`config.mk`:
```
export PLATFORM = sky130hd
export DESIGN_NAME = loader_top
export DESIGN_NICKNAME = d
export VERILOG_FILES = /design/src/hw/loader_pkg.sv /design/src/hw/loader_top.sv /design/src/hw/rom_writer.sv /design/src/hw/cheat_assembler.sv /design/src/hw/bios_packer.sv /design/src/hw/cart_scanner.sv /design/src/hw/download_router.sv
export VERILOG_INCLUDE_DIRS = /design/src /design/src/hw
export SDC_FILE = /design/constraint.sdc
export NUM_CORES = 1
export LEC_CHECK = 0
export BUFFER_PORTS_ARGS = -buffer_cell sky130_fd_sc_hd__buf_2
export CORE_MARGIN = 2
export CORE_UTILIZATION = 56
export DETAILED_ROUTE_END_ITERATION = 7
export PLACE_DENSITY = 0.85
export SYNTH_ARGS = -nofsm -noshare
export SYNTH_HDL_FRONTEND = slang
export SYNTH_HIERARCHICAL = 1
export SYNTH_SLANG_ARGS = --single-unit
```
`constraint.sdc`:
```
create_clock -name clk_sys -period 9.7 [get_ports clk_sys]
set_input_delay 0.97 -clock clk_sys [delete_from_list [all_inputs] [get_ports clk_sys]]
set_output_delay 0.97 -clock clk_sys [all_outputs]
set_load 0.005 [all_outputs]
```
`src/hw/loader_macros.svh`:
```
// Download loader constants for widths, download indexes, ROM placement and memory credits
`ifndef LOADER_MACROS_SVH
`define LOADER_MACROS_SVH

// ==================================================
// Download port
// ==================================================
`define LDR_ADDR_W 27 // Byte address of a download beat
`define LDR_DATA_W 16 // One half-word per beat
`define LDR_IDX_W 8 // Download index from the host

// Index values with a fixed meaning
`define LDR_IDX_BIOS 0 // System ROM image
`define LDR_IDX_CHEAT 255 // Cheat table, all ones
// Every other index is a cartridge, type in bits 7..6

// ==================================================
// Memory side
// ==================================================
`define LDR_ROM_BASE 786432 // Byte base of cart ROM, past flash and WRAM
`define LDR_ROM_CREDITS 4 // Writes the memory can hold in flight

// ==================================================
// Consumers
// ==================================================
`define LDR_CHEAT_W 128 // Flags, address, compare, replace
`define LDR_BIOS_AW 12 // 4K words of BIOS

`endif
```
`src/hw/loader_pkg.sv`:
```
// Shared types of the download loader: vector widths, download kinds and bundled buses
`include "loader_macros.svh"

package loader_pkg;

	// ==================================================
	// Plain vectors
	// ==================================================
	typedef logic [`LDR_ADDR_W-1:0] dl_addr_t; // Byte address on the download port
	typedef logic [`LDR_DATA_W-1:0] dl_data_t; // One beat of data
	typedef logic [`LDR_ADDR_W-2:0] mem_addr_t; // Half-word address into external memory
	typedef logic [`LDR_BIOS_AW-1:0] bios_addr_t; // BIOS word address
	typedef logic [2*`LDR_DATA_W-1:0] bios_word_t; // Two half-words joined
	typedef logic [`LDR_CHEAT_W-1:0] cheat_code_t; // Full cheat entry
	typedef logic [1:0] cart_type_t; // Index bits 7..6

	// Active download, one destination each
	typedef enum logic [1:0] {
		KIND_NONE,
		KIND_BIOS,
		KIND_CART,
		KIND_CHEAT
	} dl_kind_e;

	// ==================================================
	// Bundles
	// ==================================================
	typedef struct packed {
		dl_addr_t addr; // Byte address, always even
		dl_data_t data; // Low byte first in image order
	} dl_beat_s;

	typedef struct packed {
		bios_addr_t addr;
		bios_word_t data; // Upper half from odd half-word
	} bios_wr_s;

	typedef struct packed {
		logic loaded; // A cart has been downloaded since reset
		cart_type_t cart_type;
		logic large_flash; // Signature found somewhere in the image
		dl_addr_t last_addr; // Address of the final beat
	} cart_info_s;

	typedef struct packed {
		mem_addr_t addr;
		dl_data_t data;
	} mem_wr_s;

endpackage

```
`src/hw/loader_top.sv`:
```
// Download loader top level connecting the router to the scanner, packer, cheat and ROM paths
`timescale 1ns/1ps
`include "loader_macros.svh"

module loader_top (
	input logic clk_sys,
	input logic reset,
	// Host download port
	input logic dl_active,
	input logic [`LDR_IDX_W-1:0] dl_index,
	input logic dl_wr,
	input loader_pkg::dl_beat_s dl_beat,
	output logic dl_wait,
	// External memory
	input logic mem_credit,
	output logic mem_wr_valid,
	output loader_pkg::mem_wr_s mem_wr,
	// BIOS RAM
	output logic bios_wr_valid,
	output loader_pkg::bios_wr_s bios_wr,
	// Cheat engine
	output loader_pkg::cheat_code_t cheat_code,
	output logic cheat_valid,
	output logic cheat_clear,
	// Cart status for the core
	output loader_pkg::cart_info_s cart_info
);

	logic cart_start;
	logic cart_end;
	logic cheat_start;
	loader_pkg::cart_type_t cart_type;
	logic cart_wr; // Gated strobes, one per consumer
	logic bios_wr_in;
	logic cheat_wr_in;

	// ==================================================
	// ROM detect
	// ==================================================
	download_router u_router (
		.clk_sys(clk_sys),
		.reset(reset),
		.dl_active(dl_active),
		.dl_index(dl_index),
		.dl_wr(dl_wr),
		.cart_start(cart_start),
		.cart_end(cart_end),
		.cheat_start(cheat_start),
		.cart_type(cart_type),
		.cart_wr(cart_wr),
		.bios_wr_in(bios_wr_in),
		.cheat_wr_in(cheat_wr_in)
	);

	cart_scanner u_scanner (
		.clk_sys(clk_sys),
		.reset(reset),
		.cart_start(cart_start),
		.cart_end(cart_end),
		.cart_type(cart_type),
		.cart_wr(cart_wr),
		.dl_beat(dl_beat),
		.cart_info(cart_info)
	);

	// BIOS write
	bios_packer u_bios (
		.clk_sys(clk_sys),
		.reset(reset),
		.bios_wr_in(bios_wr_in),
		.dl_beat(dl_beat),
		.bios_wr_valid(bios_wr_valid),
		.bios_wr(bios_wr)
	);

	// Cart to memory, flow control back to the host
	rom_writer u_rom_writer (
		.clk_sys(clk_sys),
		.reset(reset),
		.cart_wr(cart_wr),
		.cart_start(cart_start),
		.cart_end(cart_end),
		.dl_beat(dl_beat),
		.mem_credit(mem_credit),
		.mem_wr_valid(mem_wr_valid),
		.mem_wr(mem_wr),
		.dl_wait(dl_wait)
	);

	// Codes
	cheat_assembler u_cheat (
		.clk_sys(clk_sys),
		.reset(reset),
		.cheat_start(cheat_start),
		.cheat_wr_in(cheat_wr_in),
		.dl_beat(dl_beat),
		.cheat_code(cheat_code),
		.cheat_valid(cheat_valid),
		.cheat_clear(cheat_clear)
	);

endmodule

```
`src/hw/rom_writer.sv`:
```
// ROM writer that offsets cartridge beats into memory writes under credit-based flow control
`timescale 1ns/1ps
`include "loader_macros.svh"

module rom_writer (
	input logic clk_sys,
	input logic reset,
	input logic cart_wr,
	input logic cart_start,
	input logic cart_end,
	input loader_pkg::dl_beat_s dl_beat,
	input logic mem_credit,
	output logic mem_wr_valid,
	output loader_pkg::mem_wr_s mem_wr,
	output logic dl_wait
);

	localparam int CREDIT_W = $clog2(`LDR_ROM_CREDITS + 1);
	localparam logic [CREDIT_W-1:0] CREDIT_MAX = CREDIT_W'(`LDR_ROM_CREDITS);
	// Cart ROM base in half-words
	localparam loader_pkg::mem_addr_t ROM_BASE_HW = loader_pkg::mem_addr_t'(`LDR_ROM_BASE / 2);

	logic [CREDIT_W-1:0] credits; // Writes the memory can still take
	logic cart_active_q; // Inside a cart download, after its first cycle
	logic cart_active; // Same as the router's kind being cart
	logic accept; // Beat taken from the host this cycle

	// ==================================================
	// Cart window
	// ==================================================
	always_ff @(posedge clk_sys) begin
		if (reset || cart_end)
			cart_active_q <= 1'b0;
		else if (cart_start)
			cart_active_q <= 1'b1;
	end

	assign cart_active = (cart_start || cart_active_q) && !cart_end;
	assign dl_wait = cart_active && (credits == '0); // Host holds its beat
	assign accept = cart_wr && !dl_wait;

	// ==================================================
	// Credit counter
	// ==================================================
	always_ff @(posedge clk_sys) begin
		if (reset) begin
			credits <= CREDIT_MAX;
		end else begin
			case ({accept, mem_credit})
				2'b10: credits <= credits - 1'b1; // New write in flight
				2'b01: if (credits != CREDIT_MAX) credits <= credits + 1'b1; // Write done
				default: credits <= credits; // Both or neither cancel out
			endcase
		end
	end

	// ==================================================
	// Write request
	// ==================================================
	always_ff @(posedge clk_sys) begin
		if (accept) begin
			mem_wr.addr <= ROM_BASE_HW + dl_beat.addr[`LDR_ADDR_W-1:1];
			mem_wr.data <= dl_beat.data;
		end
	end

	always_ff @(posedge clk_sys) begin
		if (reset)
			mem_wr_valid <= 1'b0;
		else
			mem_wr_valid <= accept; // Exactly one cycle after the beat
	end

endmodule

```
`src/hw/cheat_assembler.sv`:
```
// Cheat assembler that builds 128-bit cheat codes from half-words and pulses clear per download
`timescale 1ns/1ps

module cheat_assembler (
	input logic clk_sys,
	input logic reset,
	input logic cheat_start,
	input logic cheat_wr_in,
	input loader_pkg::dl_beat_s dl_beat,
	output loader_pkg::cheat_code_t cheat_code,
	output logic cheat_valid,
	output logic cheat_clear
);

	// Layout of one entry, 16 bytes in the table
	//   127:96 flags    offsets 0, 2
	//    95:64 address  offsets 4, 6
	//    63:32 compare  offsets 8, 10
	//    31:0  replace  offsets 12, 14
	// Each field arrives low half-word first

	logic [6:0] slot_lsb; // Bit position of the half-word in the code
	logic last_slot; // Offset 14 closes the entry

	// Field index runs backwards, half select picks the upper 16 bits
	assign slot_lsb = {~dl_beat.addr[3:2], dl_beat.addr[1], 4'b0000};
	assign last_slot = (dl_beat.addr[3:1] == 3'b111);

	// ==================================================
	// Code register
	// ==================================================
	always_ff @(posedge clk_sys) begin
		if (cheat_wr_in)
			cheat_code[slot_lsb +: 16] <= dl_beat.data;
	end

	// ==================================================
	// Pulses
	// ==================================================
	always_ff @(posedge clk_sys) begin
		if (reset) begin
			cheat_valid <= 1'b0;
			cheat_clear <= 1'b0;
		end else begin
			cheat_valid <= cheat_wr_in && last_slot; // Entry complete next cycle
			cheat_clear <= cheat_start; // Old table dropped before new entries
		end
	end

endmodule

```
`src/hw/bios_packer.sv`:
```
// BIOS packer that joins two download half-words into one addressed 32-bit write
`timescale 1ns/1ps
`include "loader_macros.svh"

module bios_packer (
	input logic clk_sys,
	input logic reset,
	input logic bios_wr_in,
	input loader_pkg::dl_beat_s dl_beat,
	output logic bios_wr_valid,
	output loader_pkg::bios_wr_s bios_wr
);

	loader_pkg::dl_data_t low_half; // Waits for its partner

	// Lower half-word of each word
	always_ff @(posedge clk_sys) begin
		if (bios_wr_in && !dl_beat.addr[1])
			low_half <= dl_beat.data;
	end

	// Upper half completes the word
	always_ff @(posedge clk_sys) begin
		if (bios_wr_in && dl_beat.addr[1]) begin
			bios_wr.data <= {dl_beat.data, low_half};
			bios_wr.addr <= dl_beat.addr[`LDR_BIOS_AW+1:2]; // Byte to word address
		end
	end

	// One-cycle strobe with the word
	always_ff @(posedge clk_sys) begin
		if (reset)
			bios_wr_valid <= 1'b0;
		else
			bios_wr_valid <= bios_wr_in && dl_beat.addr[1];
	end

endmodule

```
`src/hw/cart_scanner.sv`:
```
// Cartridge scanner that tracks load status, cart type, last address and the large-flash signature
`timescale 1ns/1ps

module cart_scanner (
	input logic clk_sys,
	input logic reset,
	input logic cart_start,
	input logic cart_end,
	input loader_pkg::cart_type_t cart_type,
	input logic cart_wr,
	input loader_pkg::dl_beat_s dl_beat,
	output loader_pkg::cart_info_s cart_info
);

	// Nine ASCII bytes, first byte in the top position
	localparam logic [71:0] FLASH_SIG = "FLASH1M_V";

	logic [63:0] history; // Last eight image bytes, newest at the bottom
	loader_pkg::dl_addr_t last_wr_addr; // Address of the latest cart beat
	logic wr_q; // Cart strobe one cycle ago
	logic new_beat; // Beat shown for the first time, a stalled beat repeats
	logic [7:0] byte_lo; // First byte of the beat in image order
	logic [7:0] byte_hi;
	logic hit_lo; // Signature ends on the low byte
	logic hit_hi; // Signature ends on the high byte

	assign byte_lo = dl_beat.data[7:0];
	assign byte_hi = dl_beat.data[15:8];

	// Held beat keeps its address, so a repeat is the same address twice in a row
	assign new_beat = cart_wr && !(wr_q && dl_beat.addr == last_wr_addr);

	// Both alignments, the signature may start on an odd byte
	assign hit_lo = ({history, byte_lo} == FLASH_SIG);
	assign hit_hi = ({history[55:0], byte_lo, byte_hi} == FLASH_SIG);

	// ==================================================
	// Byte history
	// ==================================================
	always_ff @(posedge clk_sys) begin
		if (reset || cart_end)
			history <= '0; // No bytes from an earlier image
		else if (new_beat)
			history <= {history[47:0], byte_lo, byte_hi};
	end

	always_ff @(posedge clk_sys) begin
		if (cart_wr)
			last_wr_addr <= dl_beat.addr;
	end

	always_ff @(posedge clk_sys) begin
		if (reset)
			wr_q <= 1'b0;
		else
			wr_q <= cart_wr;
	end

	// ==================================================
	// Status record
	// ==================================================
	always_ff @(posedge clk_sys) begin
		if (reset) begin
			cart_info <= '0;
		end else begin
			if (cart_start) begin
				cart_info.loaded <= 1'b1;
				cart_info.cart_type <= cart_type; // Captured by the router on entry
				cart_info.large_flash <= 1'b0;
			end
			// A match in the first beat still counts
			if (new_beat && (hit_lo || hit_hi))
				cart_info.large_flash <= 1'b1;
			if (cart_end)
				cart_info.last_addr <= last_wr_addr; // Final beat, written a cycle or more ago
		end
	end

endmodule

```
`src/hw/download_router.sv`:
```
// Download router that classifies the active download and steers write strobes to one consumer
`timescale 1ns/1ps
`include "loader_macros.svh"

module download_router (
	input logic clk_sys,
	input logic reset,
	input logic dl_active,
	input logic [`LDR_IDX_W-1:0] dl_index,
	input logic dl_wr,
	output logic cart_start,
	output logic cart_end,
	output logic cheat_start,
	output loader_pkg::cart_type_t cart_type,
	output logic cart_wr,
	output logic bios_wr_in,
	output logic cheat_wr_in
);

	loader_pkg::dl_kind_e kind_next;
	loader_pkg::dl_kind_e kind; // Kind seen by the consumers
	loader_pkg::dl_kind_e kind_q; // One cycle older, for edges

	// Decode index into a download kind
	always_comb begin
		if (!dl_active)
			kind_next = loader_pkg::KIND_NONE;
		else if (dl_index == `LDR_IDX_W'(`LDR_IDX_BIOS))
			kind_next = loader_pkg::KIND_BIOS;
		else if (dl_index == `LDR_IDX_W'(`LDR_IDX_CHEAT))
			kind_next = loader_pkg::KIND_CHEAT;
		else
			kind_next = loader_pkg::KIND_CART; // Everything in between
	end

	always_ff @(posedge clk_sys) begin
		if (reset) begin
			kind <= loader_pkg::KIND_NONE;
			kind_q <= loader_pkg::KIND_NONE;
		end else begin
			kind <= kind_next;
			kind_q <= kind;
		end
	end

	// Type is stable for the whole download, grab it on entry
	always_ff @(posedge clk_sys) begin
		if (kind_next == loader_pkg::KIND_CART && kind != loader_pkg::KIND_CART)
			cart_type <= dl_index[7:6];
	end

	// ==================================================
	// Edges and strobes
	// ==================================================
	assign cart_start = (kind == loader_pkg::KIND_CART) && (kind_q != loader_pkg::KIND_CART);
	assign cart_end = (kind_q == loader_pkg::KIND_CART) && (kind != loader_pkg::KIND_CART);
	assign cheat_start = (kind == loader_pkg::KIND_CHEAT) && (kind_q != loader_pkg::KIND_CHEAT);

	assign cart_wr = dl_wr && (kind == loader_pkg::KIND_CART); // Same cycle as the host strobe
	assign bios_wr_in = dl_wr && (kind == loader_pkg::KIND_BIOS);
	assign cheat_wr_in = dl_wr && (kind == loader_pkg::KIND_CHEAT);

endmodule

```
==> out/qor.csv, run 1 <==
metric,value,unit
result of the run,completed,
initial cell density of the core,57.36,%
area added between synthesis and finish,20.79,%
global-route track usage on met2,44.39,%
number of global-route vias before repair,8691,
Slew Limit Fails,0,
final HPWL from detailed placement,22530,um
"FFs w/ async S/R, synth",0,%
initial antenna violation count,2,
Final GP Congestion,0.8928,
total via count after detailed routing,9098,
number of gates resized after CTS,0,
Cell Rows,57,
share of layout cells above drive strength 1,31.72,%
post-synthesis cell type count,62,
gate count of the mapped netlist,953,
met1 Resource Use GR,31.25,%
maximum number of pins on one net before global-route repair,81,
top fanout value on the critical path,29,
final worst path period need,3.565,ns
filler cell count in the final layout,1599,
busiest layer in global routing,met2,
crit path DAT,2.59,ns
most instantiated flip-flop cell in the synthesis netlist,sky130_fd_sc_hd__edfxtp_1,
worst hold slack,0.4201,ns
slew of the pin with the lowest slew margin,1.271,ns
Seq cells post-synth,367,
area of placed instances,15720,um^2
DRT Wirelength,34100,um
CTS Hold Buffers Added,0,
placement-stage worst setup slack,5.809,ns
aggregate global-route resource usage,25.38,%
placeable core region,24390,um^2
setup clock skew after layout,0.02818,ns
Die Y-Extent,162.1,um
worst hold path type,flip-flop to flip-flop,
final hold violations,0,
core occupancy in the finished layout,69.28,%
critical path class,flip-flop to output port,
root buf cell,sky130_fd_sc_hd__clkbuf_16,
"area leader, netlist",sky130_fd_sc_hd__edfxtp_1,
number of iterations in the first detailed-routing pass,8,
area of the mapped netlist,13990,um^2
Num CTS Buffers,36,
final total negative setup slack,0,ns
Max-slew headroom,14.78,%
Clock Tree Buf Depth,3,
worst-case vdd ir drop,0.0001035,V
DR vias/cell,5.669,
required time of the worst setup path,8.73,ns
"Net count, final",1315,
register area share after synthesis,71.05,%
final worst slack,6.135,ns
drt first-iter violations,1090,
static leakage,6.998,nW
Post-DRT Antenna Nets,0,
final critical-path share of the clock period,36.75,%
"count leader, synth",sky130_fd_sc_hd__edfxtp_1,
type of element capturing the critical path,output port,
clock tree from TritonCTS,yes,
kind of start point of the critical path,flip-flop,
Post CTS Setup Buffer Count,0,
number of remaining DRC errors,0,
Die Area,26260,um^2
RSZ-0062 raised after global routing,false,
Worst-path clk slew,0.06,ns
wire length of the first global-routing pass,50230,um
number of max-cap violations,0,
PwrDens,192.6,nW/um^2
nets in the synthesized netlist,1015,
total grt overflow,0,
met3 Track Usage GR,3.396,%
sinks on the clock net,367,
average footprint of a synthesized cell,14.68,um^2
total non-filler cell area in the finished layout,16900,um^2
top post-synthesis cells by count,"259 x sky130_fd_sc_hd__edfxtp_1, 108 x sky130_fd_sc_hd__dfxtp_1, 96 x sky130_fd_sc_hd__nand2_1, 93 x sky130_fd_sc_hd__mux2i_1, 73 x sky130_fd_sc_hd__and3_1",
detail-routed net length per standard cell,21.24,um
top-level I/O count,306,
leading post-synthesis cells by cell area,"sky130_fd_sc_hd__edfxtp_1 56%, sky130_fd_sc_hd__dfxtp_1 15%, sky130_fd_sc_hd__mux2i_1 6.7%",
Fmax,280.5,MHz
number of enable-type register cells in the synthesized netlist,259,
count of buffers from port buffering,305,
H-tree depth reported by CTS,2,
Syn. warnings,6,
final setup violating endpoints,0,
Skew-Pair Late Insertion Delay,0.52,ns
die boundary width,162.1,um
area fraction of the dominant cell type after synthesis,55.59,%
==> worst paths after layout <==
kind,from,end,slack [ns],depth (start not counted)
max reg2reg,u_router/kind[0],u_rom_writer/credits[2],6.43,10
max,u_router/kind[0],dl_wait,6.14,5
min reg2reg,u_bios/low_half[9],u_bios/bios_wr[9],0.42,0
min,u_bios/low_half[9],u_bios/bios_wr[9],0.42,0
==> power by group <==
| group | internal [mW] | total, mW | switching (mW) |
|---|---|---|---|
| Combinational | 0.0637 | 0.182 | 0.118 |
| Clock | 0.801 | 1.37 | 0.567 |
| Sequential | 1.69 | 1.70 | 0.0130 |
| Total | 2.56 | 3.25 | 0.698 |
==> cells by family after synthesis <==
kind of cell	count (synthesis)	synth area share [%]
compound gates	28	1.521
xor+xnor	35	2.191
fa+ha+maj	6	0.5903
buf+inv	61	2.334
flops	367	71.05
mux	93	6.654
simple gates	363	15.66
==> per-layer routing <==
layer | up-vias | wire length (um)
li1 | 4125 | -
met1 | 4419 | 12220
met2 | 461 | 17770
met3 | 93 | 2570
met4 | 0 | 1539
met5 | - | 0
==> cells in the final DEF (no fill, tap or decap), types with 14 or more instances in the layout <==
cell type / count
sky130_fd_sc_hd__nor2_1: 56
sky130_fd_sc_hd__buf_2: 305
sky130_fd_sc_hd__and2_1: 18
sky130_fd_sc_hd__clkbuf_16: 36
sky130_fd_sc_hd__xnor2_1: 34
sky130_fd_sc_hd__mux2i_1: 93
sky130_fd_sc_hd__dfxtp_1: 108
sky130_fd_sc_hd__nand4_1: 15
sky130_fd_sc_hd__and3_1: 72
sky130_fd_sc_hd__edfxtp_1: 259
sky130_fd_sc_hd__nor4b_1: 14
sky130_fd_sc_hd__nand2_1: 96
==> worst max-delay path: stages (launching register included) <==
cell and delay [ns]:
sky130_fd_sc_hd__dfxtp_1 0.37, sky130_fd_sc_hd__nand2b_1 0.25, sky130_fd_sc_hd__and3_2 0.85, sky130_fd_sc_hd__o21bai_2 0.35, sky130_fd_sc_hd__nor3_2 0.13, sky130_fd_sc_hd__buf_2 0.15
==> sequential cells by signal, indices dropped and copies added, names as in the netlist, 3 cells and up <==
signal and flops:
u_cheat/cheat_code 128, u_scanner/history 64, u_bios/bios_wr 44, u_rom_writer/mem_wr 42, u_scanner/cart_info 31, u_scanner/last_wr_addr 27, u_bios/low_half 16, u_rom_writer/credits 3
==> layout make-up <==
class                           count  area (um^2)  area share [%]
Tap cell                          324        405.4           2.399
Clock buffer                       42        933.4           5.523
Timing Repair Buffer              314         1594           9.433
Clock inverter                     23        232.7           1.377
Sequential cell                   367         9940           58.82
Antenna cell                        1        2.502         0.01481
Multi-Input combinational cell    525         3757           22.23
Inverter                            9        33.78          0.1999
==> metrics by stage <==
step           instances  power, mW
2_1_floorplan        953      1.848
3_3_place_gp        1538      1.908
3_5_place_dp        1538      1.915
4_1_cts             1603      3.265
5_1_grt             1604      3.349
6_report            1605      3.254
Note: power is estimated with default switching activity, not from simulation.
==> run 2, diff against run 1 <==
- CORE_UTILIZATION: 56 -> 54
- PLACE_DENSITY: 0.85 -> 0.82
- clock period: 9.7 -> 3.3 ns (I/O delays scaled with it)
==> run 2 against run 1 <==
Total power grew to 2.9 times the previous value. Largest cell class unchanged. Largest power group unchanged. Setup slack worse by 5.5 ns. Design area rose by 0.42%.
==> out/qor.csv, run 2 (synthesis gave the netlist of run 1 again) <==
metric,value,unit
result of the run,completed,
number of global-route vias before repair,8733,
detail-routed net length per standard cell,21.99,um
"most common cell after layout, fill and taps aside",sky130_fd_sc_hd__buf_2,
worst hold path type,primary input to flip-flop,
slew of the pin with the lowest slew margin,0.9453,ns
critical path class,flip-flop to flip-flop,
total grt overflow,0,
top fanout value on the critical path,53,
crit path DAT,3.04,ns
worst-case vdd ir drop,0.0003794,V
"Net count, final",1331,
setup clock skew after layout,0.01841,ns
initial antenna violation count,1,
biggest regs,"u_cheat/cheat_code: 128 flops, u_scanner/history: 64 flops, u_bios/bios_wr: 44 flops",
static leakage,7.048,nW
Cell Rows,58,
share of layout cells above drive strength 1,31.89,%
PwrDens,556.7,nW/um^2
area added between synthesis and finish,21.30,%
Worst-path clk slew,0.06,ns
sinks on the clock net,367,
required time of the worst setup path,3.65,ns
RSZ-0062 raised after global routing,false,
DRT Wirelength,35690,um
kind of start point of the critical path,flip-flop,
aggregate global-route resource usage,25.38,%
Post CTS Setup Buffer Count,0,
Die Area,27210,um^2
initial cell density of the core,55.24,%
final critical-path share of the clock period,81.64,%
number of instances on the worst hold path,1,
most frequent cells in the layout,"305 x sky130_fd_sc_hd__buf_2, 259 x sky130_fd_sc_hd__edfxtp_1, 108 x sky130_fd_sc_hd__dfxtp_1",
max FFs per register,128,
final setup violating endpoints,0,
top-level I/O count,306,
H-tree depth reported by CTS,2,
Post-DRT Antenna Nets,0,
Skew-Pair Late Insertion Delay,0.51,ns
die boundary width,165.0,um
final total negative setup slack,0,ns
final worst path period need,2.694,ns
number of remaining DRC errors,0,
final hold violations,0,
PnR Total Power,9.448,mW
Die Y-Extent,165.0,um
Clock Tree Buf Depth,3,
count of buffers from port buffering,305,
Worst R2R Path Depth,6,
maximum number of pins on one net before global-route repair,81,
worst hold slack,0.02390,ns
DR vias/cell,5.675,
drt first-iter violations,1099,
Final GP Congestion,0.8565,
final HPWL from detailed placement,23910,um
number of max-cap violations,0,
number of iterations in the first detailed-routing pass,5,
CTS Hold Buffers Added,0,
type of element capturing the critical path,flip-flop,
total via count after detailed routing,9210,
Max-slew headroom,36.98,%
Fmax,371.2,MHz
clock tree from TritonCTS,yes,
wire length of the first global-routing pass,51220,um
number of gates resized after CTS,0,
register containing the most flip-flops in the final layout,u_cheat/cheat_code,
Slew Limit Fails,0,
Num CTS Buffers,36,
placeable core region,25330,um^2
root buf cell,sky130_fd_sc_hd__clkbuf_16,
run 2: changes by cell type in the layout (fill, tap and decap cells not counted):
cell	previous run	this run
sky130_fd_sc_hd__clkbuf_1	5	14
sky130_fd_sc_hd__clkinv_2	6	1
sky130_fd_sc_hd__clkinvlp_4	2	0
sky130_fd_sc_hd__clkinv_1	8	5
sky130_fd_sc_hd__clkinvlp_2	1	0
sky130_fd_sc_hd__bufinv_16	4	2
sky130_fd_sc_hd__inv_8	1	0
sky130_fd_sc_hd__buf_12	0	1
sky130_fd_sc_hd__clkbuf_16	36	37
sky130_fd_sc_hd__buf_4	9	24
run 2: through the flow:
step                      worst slack [ns]  util [%]  cells  instance area, um^2
final                               0.6058     67.00   1623                16970
after global routing                0.3793     67.00   1623                16970
after CTS                           0.6044     66.99   1622                16970
after detailed placement            0.6415     62.66   1561                15870
after global placement              0.6536     62.66   1561                15870
after floorplan                     0.2295         -    953                13990
run 2: worst paths after layout:
| check | to | from | slack (ns) |
|---|---|---|---|
| worst max-delay path | u_scanner/history[51] | u_scanner/last_wr_addr[1] | 0.61 |
| worst min-delay path | u_scanner/last_wr_addr[0] | dl_beat[16] | 0.02 |
| worst max register to register | u_scanner/history[51] | u_scanner/last_wr_addr[1] | 0.61 |
| worst min register to register | u_bios/bios_wr[9] | u_bios/low_half[9] | 0.41 |
run 2: cell type report:
cell class | instances | area (um^2)
Timing Repair Buffer | 330 | 1727
Inverter | 9 | 33.78
Sequential cell | 367 | 9940
Clock buffer | 52 | 992.2
Tap cell | 330 | 412.9
Clock inverter | 9 | 105.1
Antenna cell | 1 | 2.502
Multi-Input combinational cell | 525 | 3757
Fill cell | 1711 | 8357
run 2: worst max-delay path, stage by stage (launching register included):
cell and delay, ns:
sky130_fd_sc_hd__edfxtp_1 0.47, sky130_fd_sc_hd__xnor2_1 0.32, sky130_fd_sc_hd__nand4_1 0.13, sky130_fd_sc_hd__or4_1 0.56, sky130_fd_sc_hd__o41a_2 0.40, sky130_fd_sc_hd__buf_4 0.38, sky130_fd_sc_hd__mux2i_1 0.23
run 2: routing by layer:
metal  vias to the layer above  GRT usage [%]  routed length, um  share of wire [%]
li1                       4147              -                  -                  -
met1                      4545          30.87              12970                 36
met2                       417          44.35              18630                 52
met3                       101          4.445               2566                7.2
met4                         0          11.46               1526                4.3
met5                         -              0                  0                  0
run 2: report_power, final:
part	internal, mW	switching [mW]	leakage [nW]
registers	4.97	0.0389	3.48
logic	0.200	0.353	3.04
clock network	2.25	1.64	0.530
total	7.42	2.03	7.05
